[config.mk]
export PLATFORM = sky130hd
export DESIGN_NAME = opll_reg
export DESIGN_NICKNAME = d
export VERILOG_FILES = /design/src/logic/opll_reg_pkg.sv /design/src/logic/opll_patch_rom.sv /design/src/logic/opll_bus_writer.sv /design/src/logic/opll_reg_file.sv /design/src/logic/opll_slot_reader.sv /design/src/logic/opll_reg.sv
export SDC_FILE = /design/constraint.sdc
export NUM_CORES = 1
export LEC_CHECK = 0
export BUFFER_PORTS_ARGS = -buffer_cell sky130_fd_sc_hd__buf_2
export CAP_MARGIN = 20
export CORE_MARGIN = 4
export CORE_UTILIZATION = 25
export DETAILED_ROUTE_END_ITERATION = 12
export PLACE_DENSITY = 0.4
export SLEW_MARGIN = 5
export SYNTH_ARGS = -nofsm -noshare
export SYNTH_HDL_FRONTEND = slang
export SYNTH_SLANG_ARGS = --single-unit
[constraint.sdc]
create_clock -name i_EMUCLK -period 3.9 [get_ports i_EMUCLK]
set_input_delay 0.78 -clock i_EMUCLK [delete_from_list [all_inputs] [get_ports i_EMUCLK]]
set_output_delay 0.78 -clock i_EMUCLK [all_outputs]
set_load 0.02 [all_outputs]
[src/logic/opll_reg_pkg.sv]
package opll_reg_pkg;

    ////////////////////////////////////////////////////////////////////////////
    // sizes and register map
    ////////////////////////////////////////////////////////////////////////////

    // channel count and operator slots per scan
    localparam int NUM_CH    = 9;
    localparam int NUM_SLOTS = 18;

    // custom patch occupies 0x00 up to this register
    localparam logic [7:0] ADDR_PATCH_LAST = 8'h07;

    // per-channel banks, low nibble is the channel
    localparam logic [7:0] ADDR_FNUM_LO  = 8'h10;
    localparam logic [7:0] ADDR_FNUM_HI  = 8'h20;
    localparam logic [7:0] ADDR_INST_VOL = 8'h30;

    ////////////////////////////////////////////////////////////////////////////
    // bus write
    ////////////////////////////////////////////////////////////////////////////

    // one register write, addr is the latched register number
    typedef struct packed {
        logic [7:0] addr;
        logic [7:0] data;
    } reg_wr_t;

    // custom patch byte, meaning depends on register number
    // 0x00/0x01
    typedef struct packed {
        logic       am;
        logic       pm;
        logic       etyp;
        logic       ksr;
        logic [3:0] mul;
    } patch_mult_t;

    // 0x02, modulator only
    typedef struct packed {
        logic [1:0] ksl;
        logic [5:0] tl;
    } patch_level_t;

    // 0x03, carrier ksl shares the byte with feedback
    typedef struct packed {
        logic [1:0] ksl;
        logic       spare;
        logic       dc;
        logic       dm;
        logic [2:0] fb;
    } patch_fb_t;

    // 0x04-0x07, ar/dr or sl/rr
    typedef struct packed {
        logic [3:0] hi;
        logic [3:0] lo;
    } patch_rate_t;

    typedef union packed {
        patch_mult_t  mult;
        patch_level_t level;
        patch_fb_t    fbk;
        patch_rate_t  rate;
    } patch_byte_u;

    ////////////////////////////////////////////////////////////////////////////
    // patch, channel and slot output
    ////////////////////////////////////////////////////////////////////////////

    typedef struct packed {
        logic       am;
        logic       pm;
        logic       etyp;
        logic       ksr;
        logic [3:0] mul;
        logic [1:0] ksl;
        logic [3:0] ar;
        logic [3:0] dr;
        logic [3:0] sl;
        logic [3:0] rr;
    } op_patch_t;

    // full instrument, rom rows decode to the same layout
    typedef struct packed {
        op_patch_t  mod;
        op_patch_t  car;
        logic [5:0] tl;
        logic       dc;
        logic       dm;
        logic [2:0] fb;
    } patch_t;

    typedef struct packed {
        logic [8:0] fnum;
        logic [2:0] block;
        logic       kon;
        logic       susen;
        logic [3:0] vol;
        logic [3:0] inst;
    } chan_t;

    typedef struct packed {
        logic [8:0] fnum;
        logic [2:0] block;
        logic       kon;
        logic       susen;
        logic [5:0] tl;
        logic       dc;
        logic       dm;
        logic [2:0] fb;
        logic       am;
        logic       pm;
        logic       etyp;
        logic       ksr;
        logic [3:0] mul;
        logic [1:0] ksl;
        logic [3:0] ar;
        logic [3:0] dr;
        logic [3:0] sl;
        logic [3:0] rr;
    } op_param_t;

endpackage

[src/logic/opll_patch_rom.sv]
`timescale 1ns/1ps

module opll_patch_rom (
    input  logic                 i_EMUCLK,
    input  logic                 i_RST_n,
    input  logic [3:0]           i_inst,
    output opll_reg_pkg::patch_t o_patch
);

// rows in chip column order
// tl dc dm fb, then per field the modulator bits above the carrier bits
logic [62:0] row;

// pull one operator half out of a row, car selects the lower bits
function automatic opll_reg_pkg::op_patch_t unpack_op(input logic [62:0] r, input logic car);
    opll_reg_pkg::op_patch_t op;
    op.am   = r[51 - car];
    op.pm   = r[49 - car];
    op.etyp = r[47 - car];
    op.ksr  = r[45 - car];
    op.mul  = r[43 - 4*car -: 4];
    op.ksl  = r[35 - 2*car -: 2];
    op.ar   = r[31 - 4*car -: 4];
    op.dr   = r[23 - 4*car -: 4];
    op.sl   = r[15 - 4*car -: 4];
    op.rr   = r[7 - 4*car -: 4];
    return op;
endfunction

always_comb begin
    case (i_inst)
        4'h1: row = 63'b011110_1_0_111_00_11_11_10_00010001_0000_11010111_00001000_00000001_00000111;
        4'h2: row = 63'b011010_0_1_101_00_01_00_10_00110001_0000_11011111_10000111_00100001_00110011;
        4'h3: row = 63'b011001_0_0_000_00_00_00_10_00110001_1000_11111100_00100100_00010010_00010011;
        4'h4: row = 63'b001110_0_0_111_00_01_11_10_00010001_0000_10100110_10000100_01110010_00000111;
        4'h5: row = 63'b011110_0_0_110_00_00_11_10_00100001_0000_11100111_00000110_00000010_00001000;
        4'h6: row = 63'b010110_0_0_101_00_00_11_10_00010010_0000_11100111_00000001_00000001_00001000;
        4'h7: row = 63'b011101_0_0_111_00_01_11_00_00010001_0000_10001000_00100001_00010000_00000111;
        4'h8: row = 63'b101101_1_0_100_00_00_11_00_00110001_0000_10100111_00100010_00000000_00000111;
        4'h9: row = 63'b011011_0_0_110_00_11_11_00_00010001_0000_01100110_01000101_00010001_00000111;
        4'hA: row = 63'b001011_1_1_000_00_11_01_00_00010001_0000_10001111_01010111_01110000_00010111;
        4'hB: row = 63'b000011_1_0_001_00_00_00_10_00110001_1000_11111110_10100100_00010000_00000100;
        4'hC: row = 63'b100100_0_0_111_01_01_00_10_01110001_0000_11111111_10001000_00100001_00100010;
        4'hD: row = 63'b001100_0_0_101_00_11_10_01_00010000_0000_11001111_00100101_00100100_00000010;
        4'hE: row = 63'b010101_0_0_011_00_00_00_00_00010001_0100_11001001_10010101_00000000_00110010;
        4'hF: row = 63'b001001_0_0_011_00_11_10_00_00010001_1000_11111110_00010100_01000001_00000011;
        // entry 0 is the custom patch slot, empty here
        default: row = '0;
    endcase
end

// registered output, one clock behind i_inst
always_ff @(posedge i_EMUCLK or negedge i_RST_n) begin
    if (!i_RST_n) begin
        o_patch <= '0;
    end else begin
        o_patch <= '{mod: unpack_op(row, 1'b0),
                     car: unpack_op(row, 1'b1),
                     tl:  row[62:57],
                     dc:  row[56],
                     dm:  row[55],
                     fb:  row[54:52]};
    end
end

endmodule

[src/logic/opll_bus_writer.sv]
`timescale 1ns/1ps

module opll_bus_writer (
    input  logic                  i_EMUCLK,
    input  logic                  i_RST_n,
    input  logic                  i_CS_n,
    input  logic                  i_WR_n,
    input  logic                  i_A0,
    input  logic [7:0]            i_D,
    input  logic                  i_wr_ack,
    output logic                  o_wr_req,
    output opll_reg_pkg::reg_wr_t o_wr
);

////////////////////////////////////////////////////////////////////////////
// bus synchronizer
////////////////////////////////////////////////////////////////////////////

logic [1:0]      cs_n_sync;
logic [1:0]      wr_n_sync;
logic [1:0]      a0_sync;
logic [1:0][7:0] d_sync;

// strobe active when cs and wr both low
logic            strobe;
logic            strobe_q;

// one-clock pulse per write, with its a0 and data
logic            stb;
logic            stb_a0;
logic [7:0]      stb_data;

logic [7:0]      addr_q;
logic            busy;
logic            start;

assign strobe = ~cs_n_sync[1] & ~wr_n_sync[1];

// control lines, idle high out of reset
always_ff @(posedge i_EMUCLK or negedge i_RST_n) begin
    if (!i_RST_n) begin
        cs_n_sync <= 2'b11;
        wr_n_sync <= 2'b11;
        strobe_q  <= 1'b0;
        stb       <= 1'b0;
    end else begin
        cs_n_sync <= {cs_n_sync[0], i_CS_n};
        wr_n_sync <= {wr_n_sync[0], i_WR_n};
        strobe_q  <= strobe;
        // leading edge of the strobe
        stb       <= strobe & ~strobe_q;
    end
end

// a0 and data ride alongside, stable while the strobe is held
always_ff @(posedge i_EMUCLK) begin
    a0_sync  <= {a0_sync[0], i_A0};
    d_sync   <= {d_sync[0], i_D};
    stb_a0   <= a0_sync[1];
    stb_data <= d_sync[1];
end

////////////////////////////////////////////////////////////////////////////
// address latch and write requester
////////////////////////////////////////////////////////////////////////////

// handshake busy until ack is back low
assign busy  = o_wr_req | i_wr_ack;
// data write, dropped while busy
assign start = stb & stb_a0 & ~busy;

always_ff @(posedge i_EMUCLK or negedge i_RST_n) begin
    if (!i_RST_n) begin
        addr_q   <= 8'h00;
        o_wr_req <= 1'b0;
    end else begin
        // a0 low only latches the register number
        if (stb && !stb_a0) begin
            addr_q <= stb_data;
        end
        if (start) begin
            o_wr_req <= 1'b1;
        end else if (i_wr_ack) begin
            // ack seen, release req
            o_wr_req <= 1'b0;
        end
    end
end

// held until the next accepted write
always_ff @(posedge i_EMUCLK) begin
    if (start) begin
        o_wr <= '{addr: addr_q, data: stb_data};
    end
end

endmodule

[src/logic/opll_reg_file.sv]
`timescale 1ns/1ps

module opll_reg_file (
    input  logic                  i_EMUCLK,
    input  logic                  i_RST_n,
    input  logic                  i_wr_req,
    input  opll_reg_pkg::reg_wr_t i_wr,
    input  logic [3:0]            i_rd_ch,
    output logic                  o_wr_ack,
    output opll_reg_pkg::chan_t   o_rd_chan,
    output opll_reg_pkg::patch_t  o_patch
);

////////////////////////////////////////////////////////////////////////////
// storage and decode
////////////////////////////////////////////////////////////////////////////

opll_reg_pkg::chan_t       chan_q [0:opll_reg_pkg::NUM_CH-1];
opll_reg_pkg::patch_t      patch_q;

opll_reg_pkg::patch_byte_u pb;
logic [7:0]                base;
logic [3:0]                ch;
logic                      ch_ok;
logic                      take;

// mult byte into one operator half
function automatic opll_reg_pkg::op_patch_t with_mult(
    input opll_reg_pkg::op_patch_t   op,
    input opll_reg_pkg::patch_byte_u b
);
    opll_reg_pkg::op_patch_t r;
    r      = op;
    r.am   = b.mult.am;
    r.pm   = b.mult.pm;
    r.etyp = b.mult.etyp;
    r.ksr  = b.mult.ksr;
    r.mul  = b.mult.mul;
    return r;
endfunction

assign pb    = i_wr.data;
// bank base and channel nibble
assign base  = {i_wr.addr[7:4], 4'h0};
assign ch    = i_wr.addr[3:0];
assign ch_ok = ch < opll_reg_pkg::NUM_CH;
// first clock of a request
assign take  = i_wr_req & ~o_wr_ack;

// acknowledger side
always_ff @(posedge i_EMUCLK or negedge i_RST_n) begin
    if (!i_RST_n) begin
        o_wr_ack <= 1'b0;
    end else if (take) begin
        o_wr_ack <= 1'b1;
    end else if (!i_wr_req) begin
        o_wr_ack <= 1'b0;
    end
end

always_ff @(posedge i_EMUCLK or negedge i_RST_n) begin
    if (!i_RST_n) begin
        patch_q <= '0;
        for (int i = 0; i < opll_reg_pkg::NUM_CH; i++) begin
            chan_q[i] <= '0;
        end
    end else if (take) begin
        if (i_wr.addr <= opll_reg_pkg::ADDR_PATCH_LAST) begin
            // custom patch, even regs modulator, odd regs carrier
            case (i_wr.addr[2:0])
                3'd0: patch_q.mod <= with_mult(patch_q.mod, pb);
                3'd1: patch_q.car <= with_mult(patch_q.car, pb);
                3'd2: begin
                    patch_q.mod.ksl <= pb.level.ksl;
                    patch_q.tl      <= pb.level.tl;
                end
                3'd3: begin
                    patch_q.car.ksl <= pb.fbk.ksl;
                    patch_q.dc      <= pb.fbk.dc;
                    patch_q.dm      <= pb.fbk.dm;
                    patch_q.fb      <= pb.fbk.fb;
                end
                3'd4: begin
                    patch_q.mod.ar <= pb.rate.hi;
                    patch_q.mod.dr <= pb.rate.lo;
                end
                3'd5: begin
                    patch_q.car.ar <= pb.rate.hi;
                    patch_q.car.dr <= pb.rate.lo;
                end
                3'd6: begin
                    patch_q.mod.sl <= pb.rate.hi;
                    patch_q.mod.rr <= pb.rate.lo;
                end
                default: begin
                    patch_q.car.sl <= pb.rate.hi;
                    patch_q.car.rr <= pb.rate.lo;
                end
            endcase
        end else if (ch_ok) begin
            // 0x08-0x0f fall to default and change nothing
            case (base)
                opll_reg_pkg::ADDR_FNUM_LO: chan_q[ch].fnum[7:0] <= i_wr.data;
                opll_reg_pkg::ADDR_FNUM_HI: begin
                    chan_q[ch].susen   <= i_wr.data[5];
                    chan_q[ch].kon     <= i_wr.data[4];
                    chan_q[ch].block   <= i_wr.data[3:1];
                    chan_q[ch].fnum[8] <= i_wr.data[0];
                end
                opll_reg_pkg::ADDR_INST_VOL: begin
                    chan_q[ch].inst <= i_wr.data[7:4];
                    chan_q[ch].vol  <= i_wr.data[3:0];
                end
                default: ;
            endcase
        end
    end
end

// read port for the slot reader
assign o_rd_chan = (i_rd_ch < opll_reg_pkg::NUM_CH) ? chan_q[i_rd_ch] : '0;
assign o_patch   = patch_q;

endmodule

[src/logic/opll_slot_reader.sv]
`timescale 1ns/1ps

module opll_slot_reader (
    input  logic                    i_EMUCLK,
    input  logic                    i_RST_n,
    input  opll_reg_pkg::chan_t     i_rd_chan,
    input  opll_reg_pkg::patch_t    i_patch,
    output logic [3:0]              o_rd_ch,
    output logic [4:0]              o_SLOT,
    output opll_reg_pkg::op_param_t o_PARAM
);

////////////////////////////////////////////////////////////////////////////
// stage 0, slot counter and channel/rom address
////////////////////////////////////////////////////////////////////////////

logic [4:0]                slot_q;
logic [4:0]                slot_d1;
opll_reg_pkg::chan_t       chan_d1;
opll_reg_pkg::patch_t      rom_patch;
opll_reg_pkg::patch_t      src;
opll_reg_pkg::op_patch_t   op;
opll_reg_pkg::op_param_t   param;
logic                      is_mod;
logic                      eg_off;

// 0..17 every clock
always_ff @(posedge i_EMUCLK or negedge i_RST_n) begin
    if (!i_RST_n) begin
        slot_q <= 5'd0;
    end else if (slot_q == 5'(opll_reg_pkg::NUM_SLOTS - 1)) begin
        slot_q <= 5'd0;
    end else begin
        slot_q <= slot_q + 5'd1;
    end
end

// two slots per channel
assign o_rd_ch = slot_q[4:1];

opll_patch_rom u_rom (
    .i_EMUCLK (i_EMUCLK),
    .i_RST_n  (i_RST_n),
    .i_inst   (i_rd_chan.inst),
    .o_patch  (rom_patch)
);

////////////////////////////////////////////////////////////////////////////
// stage 1, aligned with the rom output
////////////////////////////////////////////////////////////////////////////

always_ff @(posedge i_EMUCLK or negedge i_RST_n) begin
    if (!i_RST_n) begin
        slot_d1 <= 5'd0;
        chan_d1 <= '0;
    end else begin
        slot_d1 <= slot_q;
        chan_d1 <= i_rd_chan;
    end
end

// even slot is the modulator
assign is_mod = ~slot_d1[0];
// inst 0 selects the custom patch
assign src    = (chan_d1.inst == 4'h0) ? i_patch : rom_patch;
assign op     = is_mod ? src.mod : src.car;
// silent modulator holds its envelope
assign eg_off = is_mod & ~chan_d1.kon;

always_comb begin
    param.fnum  = chan_d1.fnum;
    param.block = chan_d1.block;
    param.kon   = chan_d1.kon;
    param.susen = chan_d1.susen;
    // carrier level comes from channel volume
    param.tl    = is_mod ? src.tl : {chan_d1.vol, 2'b00};
    param.dc    = src.dc;
    param.dm    = src.dm;
    param.fb    = src.fb;
    param.am    = op.am;
    param.pm    = op.pm;
    param.etyp  = op.etyp;
    param.ksr   = op.ksr;
    param.mul   = op.mul;
    param.ksl   = op.ksl;
    param.ar    = eg_off ? 4'd0 : op.ar;
    param.dr    = eg_off ? 4'd0 : op.dr;
    param.sl    = op.sl;
    param.rr    = eg_off ? 4'd0 : op.rr;
end

// output register, two clocks after the slot was addressed
always_ff @(posedge i_EMUCLK or negedge i_RST_n) begin
    if (!i_RST_n) begin
        o_SLOT  <= 5'd0;
        o_PARAM <= '0;
    end else begin
        o_SLOT  <= slot_d1;
        o_PARAM <= param;
    end
end

endmodule

[src/logic/opll_reg.sv]
`timescale 1ns/1ps

module opll_reg (
    input  logic                    i_EMUCLK,
    input  logic                    i_RST_n,
    input  logic                    i_CS_n,
    input  logic                    i_WR_n,
    input  logic                    i_A0,
    input  logic [7:0]              i_D,
    output logic [4:0]              o_SLOT,
    output opll_reg_pkg::op_param_t o_PARAM
);

// write handshake
logic                  wr_req;
logic                  wr_ack;
opll_reg_pkg::reg_wr_t wr;

// slot reader read port
logic [3:0]            rd_ch;
opll_reg_pkg::chan_t   rd_chan;
opll_reg_pkg::patch_t  patch;

opll_bus_writer u_writer (
    .i_EMUCLK (i_EMUCLK),
    .i_RST_n  (i_RST_n),
    .i_CS_n   (i_CS_n),
    .i_WR_n   (i_WR_n),
    .i_A0     (i_A0),
    .i_D      (i_D),
    .i_wr_ack (wr_ack),
    .o_wr_req (wr_req),
    .o_wr     (wr)
);

opll_reg_file u_regs (
    .i_EMUCLK  (i_EMUCLK),
    .i_RST_n   (i_RST_n),
    .i_wr_req  (wr_req),
    .i_wr      (wr),
    .i_rd_ch   (rd_ch),
    .o_wr_ack  (wr_ack),
    .o_rd_chan (rd_chan),
    .o_patch   (patch)
);

opll_slot_reader u_reader (
    .i_EMUCLK  (i_EMUCLK),
    .i_RST_n   (i_RST_n),
    .i_rd_chan (rd_chan),
    .i_patch   (patch),
    .o_rd_ch   (rd_ch),
    .o_SLOT    (o_SLOT),
    .o_PARAM   (o_PARAM)
);

endmodule

== Yosys cells after proc, flatten, opt, wreduce, memory -nomap -nowiden ==
Memory sizes are Yosys's and may differ from the RTL's. A register that Yosys moved wholly into a read port is not among the register bits.
Cells that the tools add are included.
Word-level totals
  RAM bits: 0
  memories kept: 1
  ROM bits: 848
  bits of input ports: 13
  bits in latches: 0
  output and inout port bits: 56
  register bits: 431
Operators by class
  order comparisons: 6
  div/mod/pow operators: 0
  reductions and logical operators: 18
  bitwise operators: 18
  multiplexer cells: 37
  eq/ne operators: 11
  $mul: 0
  $add $sub $neg: 1
  shifts and indexed selects: 0
Memories
  (no name shown): words 16, width 53, read ports 1, clocked after memory_dff 1, wr ports 0, line opll_patch_rom.sv:31  | case (i_inst)
Operator list (count)
  $bwmux W198: 7
  $demux W22 S4: 7
  $pmux W198 S3: 1
  $bmux W22 S4: 1
  $mux W22: 4
  $mux W63: 1
  $mux W26: 1
  $reduce_and A3 Y1: 8
  $mux W21: 1
  $mux W4: 4
  $mux W13: 1
  $ge A5 B5 Y1 const B: 2
  $mux W10: 1
  $not A4 Y5: 2
  $eq A3 B3 Y1 const B: 3
  $mux W9: 1
  $not A1 Y1: 9
  $eq A4 B2 Y1 const B: 2
  $le A8 B3 Y1 const B: 1
  $lt A4 B4 Y1 const B: 2
  $mux W8: 1
  $reduce_or A7 Y1: 1
  $and A1 B1 Y1: 6
  $eq A3 B2 Y1 const B: 2
  17 further kinds: 22

== Longest topological paths before layout ==
Gate-level depths: netlist of the first run.
  depth after elaboration: 10
  mapped depth: 11
  mapped depth without buffers: 8

== Cells and area by module ==
From an unflattened synthesis of the first run, not the netlist that was laid out.
Unflattened totals
  cells, all modules: 1321
  area total of the unflattened synthesis: 18641.6 um^2
Modules (own cells, without submodules)
  opll_reg_file: instances 1, cells an instance 833, area each 11484.8 um^2
  opll_slot_reader: instances 1, cells an instance 193, area each 3270.6 um^2
  opll_patch_rom: instances 1, cells an instance 221, area each 2313.5 um^2
  opll_bus_writer: instances 1, cells an instance 74, area each 1572.8 um^2

== Worst setup path after synthesis of the first run ==
No wires, ideal clock.
  path kind: flip-flop to flip-flop
  start point: register u_reader.slot_q[1]
  end point: register u_reader.u_rom.o_patch[15] (netlist name)
  arrival time: 2.634 ns
  cell stages (with the launch flop): 10
  data required time: 3.774 ns
  path buffers: 2
  path slack: 1.140 ns
  period minus slack after synthesis: 2.760 ns
  path through: dfrtp_1 > buf_2 > mux4_2 > nand2b_1 > a22oi_1 > ha_1 > clkbuf_1 > nand2_1 > o21ai_0 > a221o_1
On the way
  cells in the longest elaborated chain, start to end: 5
RTL lines
  from (decl): line opll_slot_reader.sv:17  | logic [4:0] slot_q;
  from (signal assigned): line opll_slot_reader.sv:34  | slot_q <= slot_q + 5'd1;
  $not A4 Y5 (implied by the code): line opll_reg_file.sv:121  | assign o_rd_chan = (i_rd_ch < opll_reg_pkg::NUM_CH) ? chan_q[i_rd_ch] : '0;
  $bmux W22 S4: line opll_reg_file.sv:121
  $mux W22 (implied by the code) (2 in a row): line opll_reg_file.sv:121
  $mux W22 (*): line opll_reg_file.sv:121
Mark *: on every way between the ends. The rest lies on a longest branch, timed or not. The select of a mux whose other input is x is not followed.
A chain may end at the register's enable or synchronous reset.

== Worst setup path in the final report of the first run ==
  start point: register u_reader.slot_q[3]
  end point: register u_reader.u_rom.o_patch[61] (netlist name)
On the way
  cells in the longest elaborated chain, start to end: 5
RTL lines (line)
  $not A4 Y5 (implied by the code): opll_reg_file.sv:121
  $bmux W22 S4: opll_reg_file.sv:121
  $mux W22 (implied by the code) (2 in a row): opll_reg_file.sv:121
  $mux W22 (*): opll_reg_file.sv:121
Marked as above.

==> results.yml, run 1 <==
worst_hold_path:
  hold_class: "input port to async pin"
finish:
  drive_gt1_share_pct: 37.33
  areaGrowthSynthToFinish_pct: 17.44
  most-common-layout-cells: "dfrtp_1, mux2_2, nand2_1"
  nets: 1389
  mostFrequentLayoutCell: "dfrtp_1"
  multi_input_area_sq_um: 6648
  fillers: 7380
  seq_area_sq_um: 11440
run_status:
  outcome: "finished clean"
floorplan:
  ios: 69
  num_rows: 99
  start_util_pct: 25.22
  die_area_sq_um: 78150
  core_area_sq_um: 73080
  fp.dieH_um: 279.5
  chipWidth_um: 279.5
power_and_ir_drop:
  leakagePower_nw: 10.39
  p_int_mw: 7.954
  switching_share_pct: 23.38
  power_frac_seq_pct: 48.8
  p_per_area_nw_per_um2: 479.5
  combPwrFrac_pct: 4.8
  clock_power_share_pct: 46.4
  vdd_drop_max_mv: 0.3065
  switchingPower_mw: 2.427
job:
  max_cap_viol_count: 0
drt:
  first_iter_violations: 568
  wirelength_mm: 46.60
  viasPerCell: 4.412
  drc_errors: 0
  antenna_left: 0
  first_pass_iters: 5
  drt-wirelength-per-cell_um: 19.67
  dr_total_vias: 10450
sta:
  clock_skew_ns: 0.03587
  fin_setup_tns_ns: 0
  tightest_slew_ns: 1.020
  fin_crit_sh_pct: 76.85
  hold_viol_final: 0
  setup_viol: 0
  rsz0062_at_grt: "false"
  period_needed_ns: 2.997
  worst_slack_ns: 0.9030
  max_clock_freq_ghz: 0.3337
  slew_headroom_pct: 32.02
  slew_violations: 0
logic_synthesis:
  synth_largest_area_cell: "dfrtp_1"
  seq_area_frac_synth_pct: 62.04
  syn_nets: 1311
  synth_edf_count: 16
  synth_cell_types: 57
  syn_inst: 1287
  ys_warn_count: 0
  synth-seq-cells: 459
  syn_area_per_cell_sq_um: 14.32
  ys_top_cells_by_area: "dfrtp_1, mux2_2, mux4_2"
  netlist.area_leader.share_pct: 55.93
  synth_flop_cell: "dfrtp_1"
  postSynth.asyncResetShare_pct: 90.63
  synth_area_sq_um: 18430
grt:
  gr-total-overflow: 0
  grtUsageTotal_pct: 12.11
  grt_max_degree: 72
  grt_pass1_wl_mm: 73.24
  antenna_found_initial: 3
  grt_pass1_vias: 11410
placed_design:
  place_worst_setup_slack_ns: 0.9105
  globalplace.congestion: 0.8007
  port_buffers: 68
  dp_hpwl_mm: 29.30
clocking:
  clkLatencyLatePin_ns: 0.61
  ctsHoldBuffers: 0
  clk_pin_slew_ns: 0.06
  postCtsSetupRepairBufs: 0
  root_buffer: "clkbuf_16"
  cts_buffers: 54
  cts_tree: "yes"
  cts_resized: 0
  clk_path_buf_depth: 3
  htree_levels: 2
  clock-sinks: 459
critical_path:
  required_ns: 4.42
  cp-startpoint: "u_reader.slot_q[3]"
  cp_slowest_stage_delay_ns: 0.69
  endpoint: "u_reader.u_rom.o_patch[61]"
  slowest_stage: "ha_1"
  cp_top_family: "compound AO/OA/AOI/OAI gates"
  r2r_end: "u_reader.u_rom.o_patch[61]"
  worst-path-max-fanout: 17
  cp_cell_sequence: "mux4_2, nor2_1, o41a_1, ha_1, nand2_1, a21boi_0, o22ai_1"
  start_kind: "flip-flop"
  arrival_ns: 3.51
  crit_buf_inv: 0
  r2r-start: "u_reader.slot_q[3]"
  criticalPathCategory: "flip-flop to flip-flop"
  reg2reg_depth: 7
  end_kind: "flip-flop"
  reg2reg_slack_ns: 0.90
  path_depth: 7
-- area by class of cell --
class                      instances  area share [%]
clock inverter                    21          0.7398
clock buffer                      79           7.092
timing repair buffer             101           2.878
inverter                          11          0.1907
antenna                            1         0.01156
tap                              959           5.543
sequential                       459           52.84
multi-input combinational        738           30.71
-- power groups by stage --
stage / Sequential, mW / Combinational [mW] / Clock, mW
final: 5.07 / 0.497 / 4.81
after global routing: 5.09 / 0.559 / 5.20
after CTS: 5.07 / 0.516 / 5.01
after detailed placement: 5.16 / 0.516 / 0
after global placement: 5.15 / 0.508 / 0
after floorplan: 5.14 / 0.269 / 0
-- worst min path at each step --
stage	startpoint	endpoint	slack, ns	cells past startpoint
CTS	i_RST_n	u_regs.o_patch[24]	0.15	1
finish	i_RST_n	u_regs.o_patch[24]	0.13	1
detailed placement	u_writer.d_sync[15]	u_writer.stb_data[7]	0.31	0
global placement	u_writer.d_sync[5]	u_writer.d_sync[13]	0.32	0
floorplan	u_writer.a0_sync[0]	u_writer.a0_sync[1]	0.31	0
global route	i_RST_n	u_regs.o_patch[24]	0.16	1
-- per-layer routing --
metal,GRT usage (%),vias up,wire (um)
met2,19.07,171,21440
met4,3.171,0,1059
met5,0,-,0
met1,17.31,5485,22300
met3,2.217,68,1800
li1,-,4729,-
-- cell families after synthesis --
kind of cell             count (synthesis)  synth area share, %
buffers and inverters                   90                2.023
AO/OA/AOI/OAI                          116                3.699
XOR/XNOR                                 1              0.04752
adder cells (fa/ha/maj)                 11               0.7466
flip-flops                             459                62.04
AND/OR/NAND/NOR                        251                6.523
multiplexers                           359                24.92
-- through the flow --
stage	total power, mW	hold WS (ns)	util (%)	std cells	area, sq um
global route	10.85	0.1612	29.62	2368	21650
detailed placement	5.673	0.3121	27.30	2268	19950
global placement	5.661	0.3170	27.30	2268	19950
CTS	10.59	0.1476	29.62	2368	21650
finish	10.38	0.1287	29.62	2369	21650
floorplan	5.413	0.3096	-	1287	18430
-- synthesized netlist by cell type, drive strengths merged (3+ instances only) --
master,number
dfrtp,412
mux2,272
nand2,161
o21ai,61
mux4,48
clkbuf,47
mux2i,39
buf,32
nor2,32
dfxtp,27
a21oi,19
edfxtp,16
nor3,14
nand3,13
ha,11
inv,11
nor4,7
a22oi,6
and2,6
nand2b,6
a211oi,4
dfstp,4
nor2b,4
a31oi,3
o211ai,3
o21bai,3
o22ai,3
-- worst reg2reg max path, stage by stage, from the launching register on --
cell,delay [ns]
dfrtp_2,0.52
mux4_2,0.38
nor2_1,0.05
o41a_1,0.61
ha_1,0.69
nand2_1,0.29
a21boi_0,0.20
o22ai_1,0.20
(Power assumes the default switching activity.)
==> run 2: changes to the inputs <==
--- a/config.mk
+++ b/config.mk
@@ -10,7 +10,7 @@
 export CORE_MARGIN = 4
 export CORE_UTILIZATION = 25
 export DETAILED_ROUTE_END_ITERATION = 12
-export PLACE_DENSITY = 0.4
+export PLACE_DENSITY = 0.41
 export SLEW_MARGIN = 5
 export SYNTH_ARGS = -nofsm -noshare
 export SYNTH_HDL_FRONTEND = slang
==> constraint.sdc (replaced) <==
create_clock -name i_EMUCLK -period 2.6 [get_ports i_EMUCLK]
set_input_delay 0.52 -clock i_EMUCLK [delete_from_list [all_inputs] [get_ports i_EMUCLK]]
set_output_delay 0.52 -clock i_EMUCLK [all_outputs]
set_load 0.02 [all_outputs]
==> run 2 against run 1 <==
Non-clock buffer count is 71 higher. Sequential share of layout area is 2.1 points lower. Routed wire length is 0.83% higher. Clock skew is 0.0025 ns higher. Cell area is 4.1% higher. Core utilization is 1.2 points higher. Clock-buffer cell count is 8 lower. Cell count is 2.8% higher. Via count is 2.3% higher. Worst hold slack better by 0.20 ns. Critical path type unchanged. Largest power group is now the clock network.
==> results.yml, run 2 (synthesis results as in run 1) <==
power_and_ir_drop:
  leakagePower_nw: 10.84
  p_per_area_nw_per_um2: 714.6
  vdd_drop_max_mv: 0.4510
  finalPower_mw: 16.10
finish:
  most-common-layout-cells: "dfrtp_1, mux2_2, nand2_1"
  nets: 1458
  areaGrowthSynthToFinish_pct: 22.22
  design_area_sq_um: 22530
  insertedDiodeCount: 0
  mostFrequentLayoutCell: "dfrtp_1"
  drive_gt1_share_pct: 40.65
floorplan:
  ios: 69
  core_area_sq_um: 73080
  start_util_pct: 25.22
  chipWidth_um: 279.5
  die_area_sq_um: 78150
  fp.dieH_um: 279.5
  num_rows: 99
drt:
  drc_errors: 0
  wirelength_mm: 46.99
  first_iter_violations: 588
  m1WireLength_mm: 22.79
  wl_met3_mm: 1.757
  dr_total_vias: 10690
  viasPerCell: 4.390
  first_pass_iters: 6
  top_layer: "met4"
  wl_met2_mm: 21.55
  drt-wirelength-per-cell_um: 19.30
  antenna_left: 0
grt:
  antenna_found_initial: 1
  grt_max_degree: 55
  grt_pass1_wl_mm: 73.86
  gr-total-overflow: 0
  grt_pass1_vias: 11440
  grtUsageTotal_pct: 12.19
clocking:
  clk_pin_slew_ns: 0.06
  cts_buffers: 52
  htree_levels: 2
  clk_path_buf_depth: 3
  clkLatencyLatePin_ns: 0.63
  root_buffer: "clkbuf_16"
  clock-sinks: 459
  cts_tree: "yes"
critical_path:
  criticalPathCategory: "flip-flop to flip-flop"
  end_kind: "flip-flop"
  arrival_ns: 2.96
  required_ns: 3.09
  start_kind: "flip-flop"
  worst-path-max-fanout: 8
placed_design:
  port_buffers: 68
  globalplace.congestion: 0.8563
  dp_hpwl_mm: 30.33
  place_worst_setup_slack_ns: -0.09050
  place_area_sq_um: 20550
sta:
  hold_viol_final: 0
  slew_headroom_pct: 46.75
  tightest_slew_ns: 0.7972
  max_clock_freq_ghz: 0.4048
  fin_crit_sh_pct: 95.00
  clock_skew_ns: 0.03834
  period_needed_ns: 2.470
  fin_setup_tns_ns: 0
  slew_violations: 0
  setup_viol: 0
  worst_slack_ns: 0.1299
  rsz0062_at_grt: "false"
worst_hold_path:
  hold_class: "flip-flop to flip-flop"
run_status:
  outcome: "finished clean"
job:
  max_cap_viol_count: 0
[run 2: cell count changes in the layout (fill, tap and decap cells not counted), moves of 2 or more]
cell	before	now
buf_4	31	77
buf_12	2	15
dlygate4sd3_1	0	12
clkbuf_1	16	9
bufinv_16	1	6
ha_1	11	7
ha_2	0	4
clkinv_2	11	8
clkbuf_16	54	52
clkinv_16	0	2
[run 2: metrics by stage]
| stage | hold slack, ns | instances | utilization, % |
|---|---|---|---|
| after floorplan | 0.2244 | 1287 | - |
| after global placement | 0.3169 | 2325 | 28.11 |
| after detailed placement | 0.3121 | 2325 | 28.11 |
| after CTS | 0.3228 | 2433 | 30.77 |
| after global routing | 0.3234 | 2435 | 30.83 |
| final | 0.3243 | 2435 | 30.83 |
[run 2: cell type report]
class,count,area [sq um]
Multi-Input combinational cell,738,6684
Sequential cell,459,11440
Timing Repair Buffer,172,1349
Fill cell,7342,50550
Tap cell,959,1200
Clock buffer,71,1473
Clock inverter,25,344.1
Inverter,11,41.29
[run 2: worst paths after layout]
kind,start,endpoint,slack [ns],cells after the start
max in group asynchronous,i_RST_n,async pin,1.28,4
min,u_writer.d_sync[1],u_writer.d_sync[9],0.32,0
min in group asynchronous,i_RST_n,u_reader.o_PARAM[9],0.43,2
max reg2reg,u_regs.o_wr_ack,flip-flop,0.13,6
min reg2reg,u_writer.d_sync[1],u_writer.d_sync[9],0.32,0
max,u_regs.o_wr_ack,flip-flop,0.13,6
[run 2: metal layers]
layer	GRT usage (%)	vias to the layer above
li1	-	4867
met1	17.72	5564
met2	18.98	189
met3	2.059	70
met4	3.158	0
met5	0	-
[run 2: timing repair]
| item | CTS | global route |
|---|---|---|
| buffers inserted | 0 | 2 |
| hold buffers | 12 | 0 |
| endpoints found under the hold margin | 56 | 0 |
| pin swaps | 0 | 1 |
| setup endpoints to repair | 1 | 21 |
| resized for setup | 1 | 10 |
[run 2: critical path: stages (launching register included)]
cell	delay, ns
dfrtp_1	0.40
or4b_4	0.54
a21oi_2	0.18
nand2_1	0.14
nor2_2	0.34
nand2_1	0.36
mux2_2	0.39
[run 2: report_power, final]
part / total (mW) / leakage [nW] / switching (mW) / internal, mW
clock: 7.68 / 0.884 / 3.09 / 4.59
combinational: 0.829 / 3.86 / 0.495 / 0.335
sequential: 7.59 / 6.09 / 0.131 / 7.46
